### src/hdl/msx_pkg.sv
package msx_pkg;

   // machine generation
   typedef enum logic {
      MSX1 = 1'b0,
      MSX2 = 1'b1
   } msx_typ_t;

   // device plugged into a cartridge slot
   typedef enum logic [2:0] {
      CART_TYP_ROM    = 3'd0,
      CART_TYP_SCC    = 3'd1,
      CART_TYP_SCC2   = 3'd2,
      CART_TYP_FM_PAC = 3'd3,
      CART_TYP_MFRSD  = 3'd4,
      CART_TYP_GM2    = 3'd5,
      CART_TYP_FDC    = 3'd6,
      CART_TYP_EMPTY  = 3'd7
   } cart_typ_t;

   typedef enum logic [3:0] {
      MAPPER_AUTO       = 4'd0,
      MAPPER_ASCII8     = 4'd1,
      MAPPER_ASCII16    = 4'd2,
      MAPPER_KONAMI     = 4'd3,
      MAPPER_KONAMI_SCC = 4'd4,
      MAPPER_KOEI       = 4'd5,
      MAPPER_LINEAR64   = 4'd6,
      MAPPER_RTYPE      = 4'd7,
      MAPPER_WIZARDRY   = 4'd8,
      MAPPER_FMPAC      = 4'd9,
      MAPPER_NONE       = 4'd10,
      MAPPER_UNUSED     = 4'd11
   } mapper_typ_t;

   typedef enum logic [1:0] {
      DEVICE_NONE = 2'd0,
      DEVICE_FDC  = 2'd1,
      DEVICE_OPL3 = 2'd2
   } device_typ_t;

   typedef enum logic [1:0] {
      ROM_NONE  = 2'd0,
      ROM_ROM   = 2'd1,
      ROM_FMPAC = 2'd2,
      ROM_FDC   = 2'd3
   } rom_typ_t;

   typedef enum logic [1:0] {
      VIDEO_AUTO = 2'd0,
      VIDEO_PAL  = 2'd1,
      VIDEO_NTSC = 2'd2
   } video_mode_t;

   typedef enum logic {
      CAS_AUDIO_FILE = 1'b0,
      CAS_AUDIO_ADC  = 1'b1
   } cas_audio_src_t;

   typedef struct packed {
      mapper_typ_t mapper;
      device_typ_t mem_device;
      device_typ_t io_device;
      rom_typ_t    rom_id;
      logic [7:0]  mode;
      logic [7:0]  param;
      logic [7:0]  sram_size;   // kB
   } config_cart_t;

   typedef struct packed {
      msx_typ_t       typ;
      video_mode_t    video_mode;
      cas_audio_src_t cas_audio_src;
      logic           scandoubler;
      logic           border;
   } user_config_t;

   // raw menu choices that force a machine reset when changed
   typedef struct packed {
      cart_typ_t  cart_typ_b;
      cart_typ_t  cart_typ_a;
      logic [3:0] mapper_a_sel;
      logic [3:0] mapper_b_sel;
      logic [2:0] sram_a_sel;
   } slot_select_t;

   // bit positions inside the host status word
   localparam int ST_CAS_AUDIO  = 8;
   localparam int ST_MSX_TYP    = 11;
   localparam int ST_VIDEO_MSX1 = 12;
   localparam int ST_VIDEO_LO   = 13;
   localparam int ST_SLOT_A_LO  = 17;
   localparam int ST_MAPPER_A_LO = 20;
   localparam int ST_SRAM_A_LO  = 26;
   localparam int ST_SLOT_B_LO  = 29;
   localparam int ST_MAPPER_B_LO = 32;
   localparam int ST_BORDER     = 38;

endpackage

### src/hdl/status_port.sv
module status_port (
   input  logic        clk,
   input  logic        reset,
   input  logic        req,
   input  logic [63:0] status_word,
   output logic        ack,
   output logic [63:0] status,
   output logic        load
);

   logic take;
   logic release_ack;

   // req up while ack still down starts a transfer
   assign take = req && !ack;
   // host has seen ack and dropped req
   assign release_ack = !req && ack;

   always_ff @(posedge clk) begin
      if (reset) begin
         ack <= 1'b0;
         load <= 1'b0;
      end else begin
         load <= take;
         if (take) begin
            ack <= 1'b1;
         end else if (release_ack) begin
            ack <= 1'b0;
         end
      end
   end

   // current menu word
   always_ff @(posedge clk) begin
      if (reset) begin
         status <= '0;
      end else if (take) begin
         status <= status_word;
      end
   end

endmodule

### src/hdl/cart_conf.sv
module cart_conf import msx_pkg::*; (
   input  cart_typ_t    typ,
   input  mapper_typ_t  selected_mapper,
   input  logic [7:0]   selected_sram_size,
   output config_cart_t config_cart
);

   always_comb begin
      // default covers SCC, SCC2, MFRSD and EMPTY
      config_cart.mapper = MAPPER_UNUSED;
      config_cart.mem_device = DEVICE_NONE;
      config_cart.io_device = DEVICE_NONE;
      config_cart.rom_id = ROM_NONE;
      config_cart.mode = 8'h00;
      config_cart.param = 8'h00;
      config_cart.sram_size = 8'd0;
      case (typ)
         CART_TYP_ROM: begin
            config_cart.mapper = selected_mapper;
            config_cart.rom_id = ROM_ROM;
            config_cart.mode = 8'hAA;
            config_cart.param = 8'hE4;
            config_cart.sram_size = selected_sram_size;
         end
         CART_TYP_FM_PAC: begin
            config_cart.mapper = MAPPER_FMPAC;
            config_cart.io_device = DEVICE_OPL3;
            config_cart.rom_id = ROM_FMPAC;
            config_cart.mode = 8'h08;
            config_cart.sram_size = 8'd8;
         end
         CART_TYP_GM2: begin
            config_cart.sram_size = 8'd8;
         end
         CART_TYP_FDC: begin
            config_cart.mapper = MAPPER_NONE;
            config_cart.mem_device = DEVICE_FDC;
            config_cart.rom_id = ROM_FDC;
            config_cart.mode = 8'h08;
         end
         default: begin
         end
      endcase
   end

endmodule

### src/hdl/msx_config.sv
module msx_config import msx_pkg::*; (
   input  logic                  [63:0] status,
   input  logic                         scandoubler,
   output config_cart_t          [1:0]  cart_conf,
   output logic            [1:0] [2:0]  sram_size,
   output user_config_t                 msx_config,
   output slot_select_t                 selection,
   output logic                         sram_a_select_hide,
   output logic                         sram_loadsave_hide,
   output logic                         rom_a_load_hide,
   output logic                         rom_b_load_hide,
   output logic                         fdc_enabled
);

   msx_typ_t    msx_typ;
   cart_typ_t   cart_typ_a;
   cart_typ_t   cart_typ_b;
   mapper_typ_t mapper_a;
   mapper_typ_t mapper_b;
   logic [2:0]  slot_a_sel;
   logic [2:0]  slot_b_sel;
   logic [3:0]  mapper_a_sel;
   logic [3:0]  mapper_b_sel;
   logic [2:0]  sram_a_sel;
   logic [2:0]  sram_a_code;
   logic [7:0]  sram_a_kb;

   assign msx_typ = msx_typ_t'(status[ST_MSX_TYP]);
   assign slot_a_sel = status[ST_SLOT_A_LO +: 3];
   assign slot_b_sel = status[ST_SLOT_B_LO +: 3];
   assign mapper_a_sel = status[ST_MAPPER_A_LO +: 4];
   assign mapper_b_sel = status[ST_MAPPER_B_LO +: 4];
   assign sram_a_sel = status[ST_SRAM_A_LO +: 3];

   // code 6 is the FDC only on MSX1, MSX2 has it built in
   assign cart_typ_a = (slot_a_sel < 3'd6) ? cart_typ_t'(slot_a_sel) :
                       (slot_a_sel == 3'd6 && msx_typ == MSX1) ? CART_TYP_FDC :
                       CART_TYP_EMPTY;
   assign cart_typ_b = (slot_b_sel < 3'd4) ? cart_typ_t'(slot_b_sel) : CART_TYP_EMPTY;

   // menu list starts at auto, so shift by one
   assign mapper_a = (mapper_a_sel >= 4'd9) ? MAPPER_UNUSED :
                     mapper_typ_t'(mapper_a_sel + 4'd1);
   assign mapper_b = (mapper_b_sel >= 4'd9) ? MAPPER_UNUSED :
                     mapper_typ_t'(mapper_b_sel + 4'd1);

   assign sram_a_select_hide = (cart_typ_a != CART_TYP_ROM) || (mapper_a_sel == 4'd0);
   assign sram_a_code = (sram_a_select_hide || sram_a_sel == 3'd7) ? 3'd0 : sram_a_sel;

   always_comb begin
      case (sram_a_code)
         3'd1: sram_a_kb = 8'd1;
         3'd2: sram_a_kb = 8'd2;
         3'd3: sram_a_kb = 8'd4;
         3'd4: sram_a_kb = 8'd8;
         3'd5: sram_a_kb = 8'd16;
         3'd6: sram_a_kb = 8'd32;
         default: sram_a_kb = 8'd0;
      endcase
   end

   assign sram_size[0] = sram_a_code;
   assign sram_size[1] = 3'd0;

   assign msx_config.typ = msx_typ;
   assign msx_config.video_mode = (msx_typ == MSX1) ?
                                  (status[ST_VIDEO_MSX1] ? VIDEO_NTSC : VIDEO_PAL) :
                                  video_mode_t'(status[ST_VIDEO_LO +: 2]);
   assign msx_config.cas_audio_src = cas_audio_src_t'(status[ST_CAS_AUDIO]);
   assign msx_config.scandoubler = scandoubler;
   assign msx_config.border = status[ST_BORDER];

   assign sram_loadsave_hide = (sram_size[0] == 3'd0) && (sram_size[1] == 3'd0);
   assign rom_a_load_hide = cart_typ_a != CART_TYP_ROM;
   assign rom_b_load_hide = cart_typ_b != CART_TYP_ROM;
   assign fdc_enabled = (msx_typ == MSX2) || (cart_typ_a == CART_TYP_FDC);

   assign selection.cart_typ_b = cart_typ_b;
   assign selection.cart_typ_a = cart_typ_a;
   assign selection.mapper_a_sel = mapper_a_sel;
   assign selection.mapper_b_sel = mapper_b_sel;
   assign selection.sram_a_sel = sram_a_sel;

   cart_conf conf_a (
      .typ                (cart_typ_a),
      .selected_mapper    (mapper_a),
      .selected_sram_size (sram_a_kb),
      .config_cart        (cart_conf[0])
   );

   // slot B carries no SRAM
   cart_conf conf_b (
      .typ                (cart_typ_b),
      .selected_mapper    (mapper_b),
      .selected_sram_size (8'd0),
      .config_cart        (cart_conf[1])
   );

endmodule

### src/hdl/config_monitor.sv
module config_monitor import msx_pkg::*; (
   input  logic         clk,
   input  logic         reset,
   input  logic         load,
   input  slot_select_t selection,
   output logic         reset_request,
   output logic         cart_changed
);

   logic         armed;
   slot_select_t baseline;
   cart_typ_t    prev_typ_a;
   cart_typ_t    prev_typ_b;
   logic         typ_differs;

   assign typ_differs = (selection.cart_typ_a != prev_typ_a) ||
                        (selection.cart_typ_b != prev_typ_b);

   always_ff @(posedge clk) begin
      if (reset) begin
         armed <= 1'b0;
         reset_request <= 1'b0;
         cart_changed <= 1'b0;
      end else begin
         cart_changed <= load && armed && typ_differs;
         if (load) begin
            armed <= 1'b1;
            // sticky until the core is reset
            if (armed && selection != baseline) begin
               reset_request <= 1'b1;
            end
         end
      end
   end

   always_ff @(posedge clk) begin
      if (load && !armed) begin
         baseline <= selection;
      end
      if (load) begin
         prev_typ_a <= selection.cart_typ_a;
         prev_typ_b <= selection.cart_typ_b;
      end
   end

endmodule

### src/hdl/msx_config_top.sv
module msx_config_top import msx_pkg::*; (
   input  logic                        clk,
   input  logic                        reset,
   input  logic                        req,
   input  logic                 [63:0] status_word,
   input  logic                        scandoubler,
   output logic                        ack,
   output config_cart_t         [1:0]  cart_conf,
   output logic           [1:0] [2:0]  sram_size,
   output user_config_t                msx_config,
   output logic                        sram_a_select_hide,
   output logic                        sram_loadsave_hide,
   output logic                        rom_a_load_hide,
   output logic                        rom_b_load_hide,
   output logic                        fdc_enabled,
   output logic                        reset_request,
   output logic                        cart_changed
);

   logic  [63:0] status;
   logic         load;
   slot_select_t selection;

   status_port i_status_port (
      .clk         (clk),
      .reset       (reset),
      .req         (req),
      .status_word (status_word),
      .ack         (ack),
      .status      (status),
      .load        (load)
   );

   msx_config i_msx_config (
      .status             (status),
      .scandoubler        (scandoubler),
      .cart_conf          (cart_conf),
      .sram_size          (sram_size),
      .msx_config         (msx_config),
      .selection          (selection),
      .sram_a_select_hide (sram_a_select_hide),
      .sram_loadsave_hide (sram_loadsave_hide),
      .rom_a_load_hide    (rom_a_load_hide),
      .rom_b_load_hide    (rom_b_load_hide),
      .fdc_enabled        (fdc_enabled)
   );

   config_monitor i_config_monitor (
      .clk           (clk),
      .reset         (reset),
      .load          (load),
      .selection     (selection),
      .reset_request (reset_request),
      .cart_changed  (cart_changed)
   );

endmodule

### config.mk
export PLATFORM = sky130hd
export DESIGN_NAME = msx_config_top
export DESIGN_NICKNAME = d
export VERILOG_FILES = /design/src/hdl/msx_pkg.sv /design/src/hdl/status_port.sv /design/src/hdl/cart_conf.sv /design/src/hdl/msx_config.sv /design/src/hdl/config_monitor.sv /design/src/hdl/msx_config_top.sv
export SDC_FILE = /design/constraint.sdc
export NUM_CORES = 1
export LEC_CHECK = 0
export ABC_CLOCK_PERIOD_IN_PS = 3400
export BUFFER_PORTS_ARGS = -buffer_cell sky130_fd_sc_hd__buf_2
export CORE_MARGIN = 2
export CORE_UTILIZATION = 35
export CTS_CLUSTER_SIZE = 20
export DETAILED_ROUTE_END_ITERATION = 7
export GPL_TIMING_DRIVEN = 0
export PLACE_DENSITY = 0.7
export SLEW_MARGIN = 15
export SYNTH_ARGS = -nofsm -noshare
export SYNTH_HDL_FRONTEND = slang
export SYNTH_HIERARCHICAL = 1
export SYNTH_SLANG_ARGS = --single-unit
### constraint.sdc
create_clock -name clk -period 3.4 [get_ports clk]
set_input_delay 0.34 -clock clk [delete_from_list [all_inputs] [get_ports clk]]
set_output_delay 0.34 -clock clk [all_outputs]
set_load 0.01 [all_outputs]
Word-level counts from Yosys, hierarchy flattened. Cells that the tools add are included. W data, S select, Z words.

Flip-flop bits (word level): 67. Bits in latches: 0. RAM bits: 0. ROM bits: 0. Input bits: 68. Output and inout bits: 88. Word-level logic and storage cells: 84. Memories kept: 0.

Add/subtract/negate cells: 2. $mul: 0. Divide/modulo/power cells: 0. $lt $le $gt $ge: 4. Equal/unequal tests: 17. Shift-type cells: 0. Multiplexer cells: 23. Bitwise logic cells: 1. Reductions and logical operators: 24.

Operators by type and width (number): $pmux W10 S3 (2); $pmux W6 S6 (1); $eq A3 B3 Y1 const B (9); $pmux W4 S3 (2); $ne A17 B17 Y1 (1); $mux W8 (2); $pmux W8 S2 (1); $eq A3 B2 Y1 const B (4); $mux W4 (3); $logic_not A3 Y1 (3); $mux W3 (3); $add A4 B1 Y4 const B (2); $ge A4 B4 Y1 const B (2); $mux W2 (4); $logic_and A1 B1 Y1 (7); $lt A3 B3 Y1 const B (2); $ne A3 B3 Y1 (2); $reduce_bool A3 Y1 (2); $mux W1 (5); $logic_not A4 Y1 (1); $logic_or A1 B1 Y1 (4); $reduce_or A2 Y1 (2); $eq A3 B1 Y1 const B (1); $logic_not A1 Y1 (3); 3 further kinds (3).

Longest topological paths before layout. Gate-level depths: netlist of run 1.

Depth after elaboration: 11. Mapped depth: 8. Gate-level depth less buffers: 8.

Modules after synthesis. The synthesis of run 1 kept the hierarchy.

Modules (own cells, without submodules): status_port (instances 1, cells an instance 214, area an instance 2393.5 µm², sequential area each 1321.3 µm²); config_monitor (instances 1, cells an instance 64, area an instance 1053.5 µm², sequential area each 750.7 µm²); cart_conf (instances 2, cells an instance 48, area an instance 324.1 µm², sequential area each 0.0 µm²); msx_config (instances 1, cells an instance 79, area an instance 576.8 µm², sequential area each 0.0 µm²).

Worst setup path before layout of run 1. No wires, ideal clock.

Path kind: register to output. From: register i_status_port.status[20]. To: output port cart_conf[3] in the netlist's numbering. Data arrival time: 1764 ps. Path slack: 1296 ps. Stages on the path, launching flop included: 9. Cells stage by stage: dfxtp_1 > inv_1 > ha_1 > nand2b_1 > o21a_4 > inv_4 > nor4b_4 > or3b_1 > a22oi_1.

RTL lines: start: declaration (RTL line status_port.sv:7) `output logic [63:0] status,`; start signal: assignment (RTL line status_port.sv:38) `status <= status_word;`; end: declaration (RTL line msx_config_top.sv:8) `output config_cart_t [1:0] cart_conf,`.

==> metrics.md, run 1 <==
| Metric | Value |
|---|---|
| # rows | `35` |
| Worst R2R Start | `i_status_port/load` |
| CTS tree | `built` |
| Final setup viols | `0` |
| Routed WL per cell | `~11 µm` |
| Die height | `100.5 µm` |
| Pwr dens | `388.6 nW/µm²` |
| CP required | `3.06 ns` |
| Clk root buf | `clkbuf_8` |
| Crit path kind | `reg -> out` |
| Global route overflow | `0` |
| IO Pins | `156` |
| CTS buffer count | `5` |
| Filler cells | `875` |
| Static Leak | `0.001932 µW` |
| Core area | `9153 µm²` |
| CP max stage cell | `dfxtp_1` |
| Global-route wire length before repair | `~9.7 mm` |
| Share of cells above drive strength 1 | `between 30% and 40%` |
| Final nets | `520` |
| FMAX | `around 370 MHz` |
| Hold buffer count at CTS | `0` |
| Final Cycle Share | `79.03%` |
| CP endpoint kind | `output pin` |
| Max-Slew Margin vs Limit | `about two fifths` |
| Storage element area | `roughly 1300 µm²` |
| Clock Latency Late Sink | `roughly 0.3 ns` |
| Number of global-route vias before repair | `2022` |
| Initial core utilization | `35.61%` |
| Clock Skews | `0.005566 ns` |
| CP peak stage delay | `0.45 ns` |
| Status | `finished clean` |
| CP Cell Sequence | `inv_1 > ha_1 > nand2b_1 > o21a_4 > inv_4 > nor4b_4 > or3b_1 > a22oi_1 > buf_2` |
| Worst path arrival time | `roughly 2.4 ns` |
| Startpoint types | `flip-flop` |
| Hold Crit Class | `in -> reg` |
| Util after Layout | `43.79%` |
| Die Wd | `100.5 µm` |
| Hold_ws | `0.2702 ns` |
| Gpl congestion | `roughly 0.77` |
| Hold_sp | `status_word[23]` |
| Post-Syn Area | `3259 µm²` |
| CP max FO | `7` |
| Port Buf Inserts | `81` |
| Post-CTS sizing | `0` |
| Cell count after synthesis | `around 330` |
| Diodes inserted | `0` |
| Die area | `between 10000 and 15000 µm²` |
| Synth warnings | `6` |
| Multi-input gate area | `~1500 µm²` |
| Post-route DRC | `0` |
| Initial antenna violation count | `0` |
| CTS HTree Levels | `2` |
| Hpwl dp | `approximately 4.8 mm` |
| Final Critical Period | `2.687 ns` |
| Max-slew violations | `0` |
| DR iter-0 viols | `117` |
| Final wirelength | `between 6 and 7 mm` |
| Cell Area, Placed | `3919 µm²` |
| Postcts setup bufs | `0` |
| Pre-antenna DRT Iters | `4` |
| CP startpoint | `i_status_port/status[20]` |
| Largest net degree at the start of global routing | `18` |
| Worst-path clk slew | `0.09 ns` |
| Post-Syn Area per Cell | `9.968 µm²` |
| RSZ-0062 raised after global routing | `no` |
| Design Area, Final | `4008 µm²` |
| Vias | `2326` |
| Vias per cell | `about 4.2` |
| Clock buffer depth | `2` |
| Layout Area Growth over Synthesis | `22.96%` |
| Fin. Hold Viols | `0` |
| Antenna-violating nets left | `0` |
| Sum Neg Setup Slack | `0 ns` |
| Worst-Margin Slew | `0.8817 ns` |
| Total Routing Usage GR | `11.92%` |
| Max cap viols | `0` |
| Worst VDD drop | `0.2276 mV` |
| Clk sink count | `51` |
## placed cells by master, fill, tap and decap left out, types with 12 or more instances in the layout
cell type	instances
nand2_1	12
conb_1	33
xnor2_1	18
edfxtp_1	23
buf_4	53
mux2i_1	24
nor2_1	29
and2_1	16
buf_2	87
dfxtp_1	28
## area by class of cell
class / count / area share [%]
Buffer: 74 / 14.27
Multi-Input combinational cell: 224 / 37.90
Clock inverter: 3 / 0.4995
Sequential cell: 51 / 31.22
Inverter: 8 / 0.8117
Timing Repair Buffer: 81 / 10.12
Clock buffer: 5 / 1.717
Tap cell: 111 / 3.465
## sequential cells by signal, summed over array words and instances (netlist names)
| name | cells |
|---|---|
| i_status_port/status | 23 |
| i_config_monitor/armed | 1 |
| i_config_monitor/baseline | 17 |
| i_config_monitor/reset_request | 1 |
| i_status_port/load | 1 |
| i_config_monitor/prev_typ_b | 3 |
| i_config_monitor/cart_changed | 1 |
| i_status_port/ack | 1 |
| i_config_monitor/prev_typ_a | 3 |
## where the power goes
| part | switching (µW) | total (µW) | internal (µW) |
|---|---|---|---|
| registers | 33.9 | 718 | 684 |
| logic | 243 | 498 | 255 |
| clock network | 197 | 341 | 144 |
| total | 475 | 1560 | 1080 |
## routing by layer
metal,routed length (µm),vias to the layer above,GRT usage (%)
li1,-,1236,-
met1,2776,1044,15.38
met2,3090,42,20.60
met3,198,4,2.288
met4,48,0,2.950
met5,0,-,0
## per-stage QoR
step	setup slack, ns	total power (µW)	instances
2_1_floorplan	1.296	1098	357
3_3_place_gp	1.084	1222	549
3_5_place_dp	1.036	1233	549
4_1_cts	0.6841	1575	557
5_1_grt	0.5199	1655	557
6_report	0.7128	1557	557
## worst max-delay path: cells and delay by family (launching register included)
kind | cells | cell delay (ns)
buffers and inverters | 3 | 0.30
AND/OR/NAND/NOR | 3 | 0.75
AO/OA/AOI/OAI | 2 | 0.35
adder cells (fa/ha/maj) | 1 | 0.20
flip-flops | 1 | 0.45
## path summary, 6_finish.rpt
path | to | slack, ns | cells past startpoint
max reg2reg | i_config_monitor/baseline[1] | 1.71 | 1
min | i_status_port/status[23] | 0.27 | 3
min reg2reg | i_config_monitor/reset_request | 0.48 | 2
max | cart_conf[3] | 0.71 | 9
Note: power is estimated with default switching activity, not from simulation.
==> run 2, diff against run 1 <==
ABC_CLOCK_PERIOD_IN_PS = 2800   (was 3400)
clock period = 2.8 ns   (was 3.4 ns; I/O delays follow)
==> run 2 against run 1 <==
  * Die area stayed put
  * Non-clock buffer count unchanged
  * Largest cell class unchanged
  * Sequential cell count unchanged
  * Via count is 0.17% lower
  * Worst hold slack worse by 0.060 ns
  * First-iteration DRC count rose by 0.85%
  * Highest routed layer unchanged
  * Cell count did not move
==> metrics.md, run 2 (synthesis results as in run 1) <==
| Metric | Value |
|---|---|
| Status | `finished clean` |
| Vias | `2322` |
| Post-route DRC | `0` |
| Static Leak | `0.001933 µW` |
| Filler cells | `877` |
| Die height | `100.5 µm` |
| CP endpoint kind | `output pin` |
| Final nets | `520` |
| Initial core utilization | `between 30% and 40%` |
| Clock Skews | `around 0.0071 ns` |
| Antenna-violating nets left | `0` |
| CTS buffer count | `5` |
| Initial antenna violation count | `0` |
| Grt peak-use layer | `met2` |
| Clock share of power | `21.9%` |
| Pre-antenna DRT Iters | `4` |
| Number of global-route vias before repair | `2022` |
| Core area | `9153 µm²` |
| Diodes inserted | `0` |
| Routed WL per cell | `~11 µm` |
| Met2 GRT Util | `20.60%` |
| CP required | `~2.5 ns` |
| Fin. Hold Viols | `0` |
| CP Cell Sequence | `inv_1 > ha_1 > nand2b_1 > o21a_4 > inv_4 > nor4b_4 > or3b_1 > a22oi_1 > buf_2` |
| Total Routing Usage GR | `approximately an eighth` |
| Max-slew violations | `0` |
| Switching Share | `30.46%` |
| Largest net degree at the start of global routing | `18` |
| Worst-Margin Slew | `0.8800 ns` |
| Max cap viols | `0` |
| Net switching power | `between 500 and 600 µW` |
| CP max stage cell | `dfxtp_1` |
| RSZ-0062 raised after global routing | `no` |
| Commonest non-fill, non-tap cells in the layout | `buf_2, buf_4, conb_1` |
| P_int | `1315 µW` |
| IO Pins | `156` |
| Layout Area Growth over Synthesis | `22.99%` |
| Startpoint types | `flip-flop` |
| Vias per cell | `4.169` |
| Largest regs | `i_status_port/status x23, i_config_monitor/baseline x17` |
| Clock buffer depth | `2` |
| FF-to-FF path depth | `1` |
| # rows | `35` |
| Hold_ws | `0.2098 ns` |
| Hold path cells | `3` |
| Hpwl dp | `approximately 4.8 mm` |
| Port Buf Inserts | `a little over 80` |
| FMAX | `391.0 MHz` |
| Crit path kind | `reg -> out` |
| Clk sink count | `51` |
| Max-Slew Margin vs Limit | `around 40%` |
| Worst VDD drop | `~0.28 mV` |
| Pwr dens | `471.7 nW/µm²` |
| Final Critical Period | `2.558 ns` |
| Gpl congestion | `0.7749` |
| Final wirelength | `6.136 mm` |
| Sum Neg Setup Slack | `0 ns` |
| CP max FO | `6` |
| Hold Crit Class | `in -> reg` |
| Met3 Track Usage GR | `approximately 2.3%` |
| Met1 usage | `between 10% and 20%` |
| Commonest non-fill, non-tap cell in the layout | `buf_2` |
| Global route overflow | `0` |
| Largest Register | `i_status_port/status` |
| Clock Latency Late Sink | `0.30 ns` |
| DR iter-0 viols | `118` |
| Die area | `10100 µm²` |
| Final Cycle Share | `approximately nine tenths` |
| Global-route wire length before repair | `9.660 mm` |
| Seq pwr share | `46.1%` |
| Worst path arrival time | `~2.3 ns` |
| CTS tree | `built` |
| Final setup viols | `0` |
| Die Wd | `100.5 µm` |
| Worst-path clk slew | `0.09 ns` |
| Share of cells above drive strength 1 | `39.91%` |
| Hold buffer count at CTS | `0` |
| Clk root buf | `clkbuf_8` |
| Comb pwr share | `32.0%` |
| CTS HTree Levels | `2` |
| CP peak stage delay | `between 0.3 and 0.4 ns` |
| Max reg flops | `23` |
[run 2: repair_timing]
item / 4_1_cts / 5_1_grt
gates resized for setup: 0 / 1
endpoints found under the setup margin: 0 / 1
setup buffers: 0 / 0
[run 2: final cells by class]
| cell class | instances | area [µm²] | share of cell area, % |
|---|---|---|---|
| timing repair buffer | 81 | 405.4 | 10.11 |
| clock buffer | 5 | 68.82 | 1.717 |
| buffer | 74 | 571.8 | 14.26 |
| sequential | 51 | 1252 | 31.24 |
| multi-input combinational | 224 | 1519 | 37.89 |
| inverter | 8 | 32.53 | 0.8115 |
| tap | 111 | 138.9 | 3.464 |
| clock inverter | 3 | 20.02 | 0.4994 |
[run 2: per-stage QoR]
step / util [%] / setup slack [ns] / std cells / total power [µW] / instance area [µm²]
6_report: 43.80 / 0.2422 / 557 / 1891 / 4009
5_1_grt: 43.80 / 0.04968 / 557 / 2010 / 4009
4_1_cts: 43.79 / 0.1441 / 557 / 1912 / 4008
3_3_place_gp: 42.79 / 0.5442 / 549 / 1484 / 3916
3_5_place_dp: 42.82 / 0.4959 / 549 / 1497 / 3919
2_1_floorplan: - / 0.7564 / 357 / 1334 / 3372
[run 2: power by group through the flow]
stage	Combinational, µW	Sequential (µW)	Clock, µW
4_1_cts	610	872	430
3_5_place_dp	608	890	0
5_1_grt	666	881	463
6_report	605	872	414
3_3_place_gp	596	888	0
2_1_floorplan	454	880	0
[run 2: worst max-delay path: cells and delay by family (launching register included)]
family,cells,cell delay [ns]
buffers and inverters,3,0.31
flip-flops,1,0.39
adder cells (fa/ha/maj),1,0.18
AND/OR/NAND/NOR,3,0.75
AO/OA/AOI/OAI,2,0.35
[run 2: worst paths after layout]
check	from	endpoint	slack, ns
setup / recovery	i_status_port/status[21]	cart_conf[3]	0.24
setup reg to reg	i_status_port/load	i_config_monitor/baseline[1]	1.11
hold reg to reg	i_config_monitor/reset_request	i_config_monitor/reset_request	0.48
hold / removal	status_word[23]	i_status_port/status[23]	0.21
[run 2: layer usage]
layer / vias up / share of wire (%)
met4: 0 / 0.78
li1: 1236 / -
met2: 40 / 51
met3: 4 / 3.1
met5: - / 0
met1: 1042 / 45
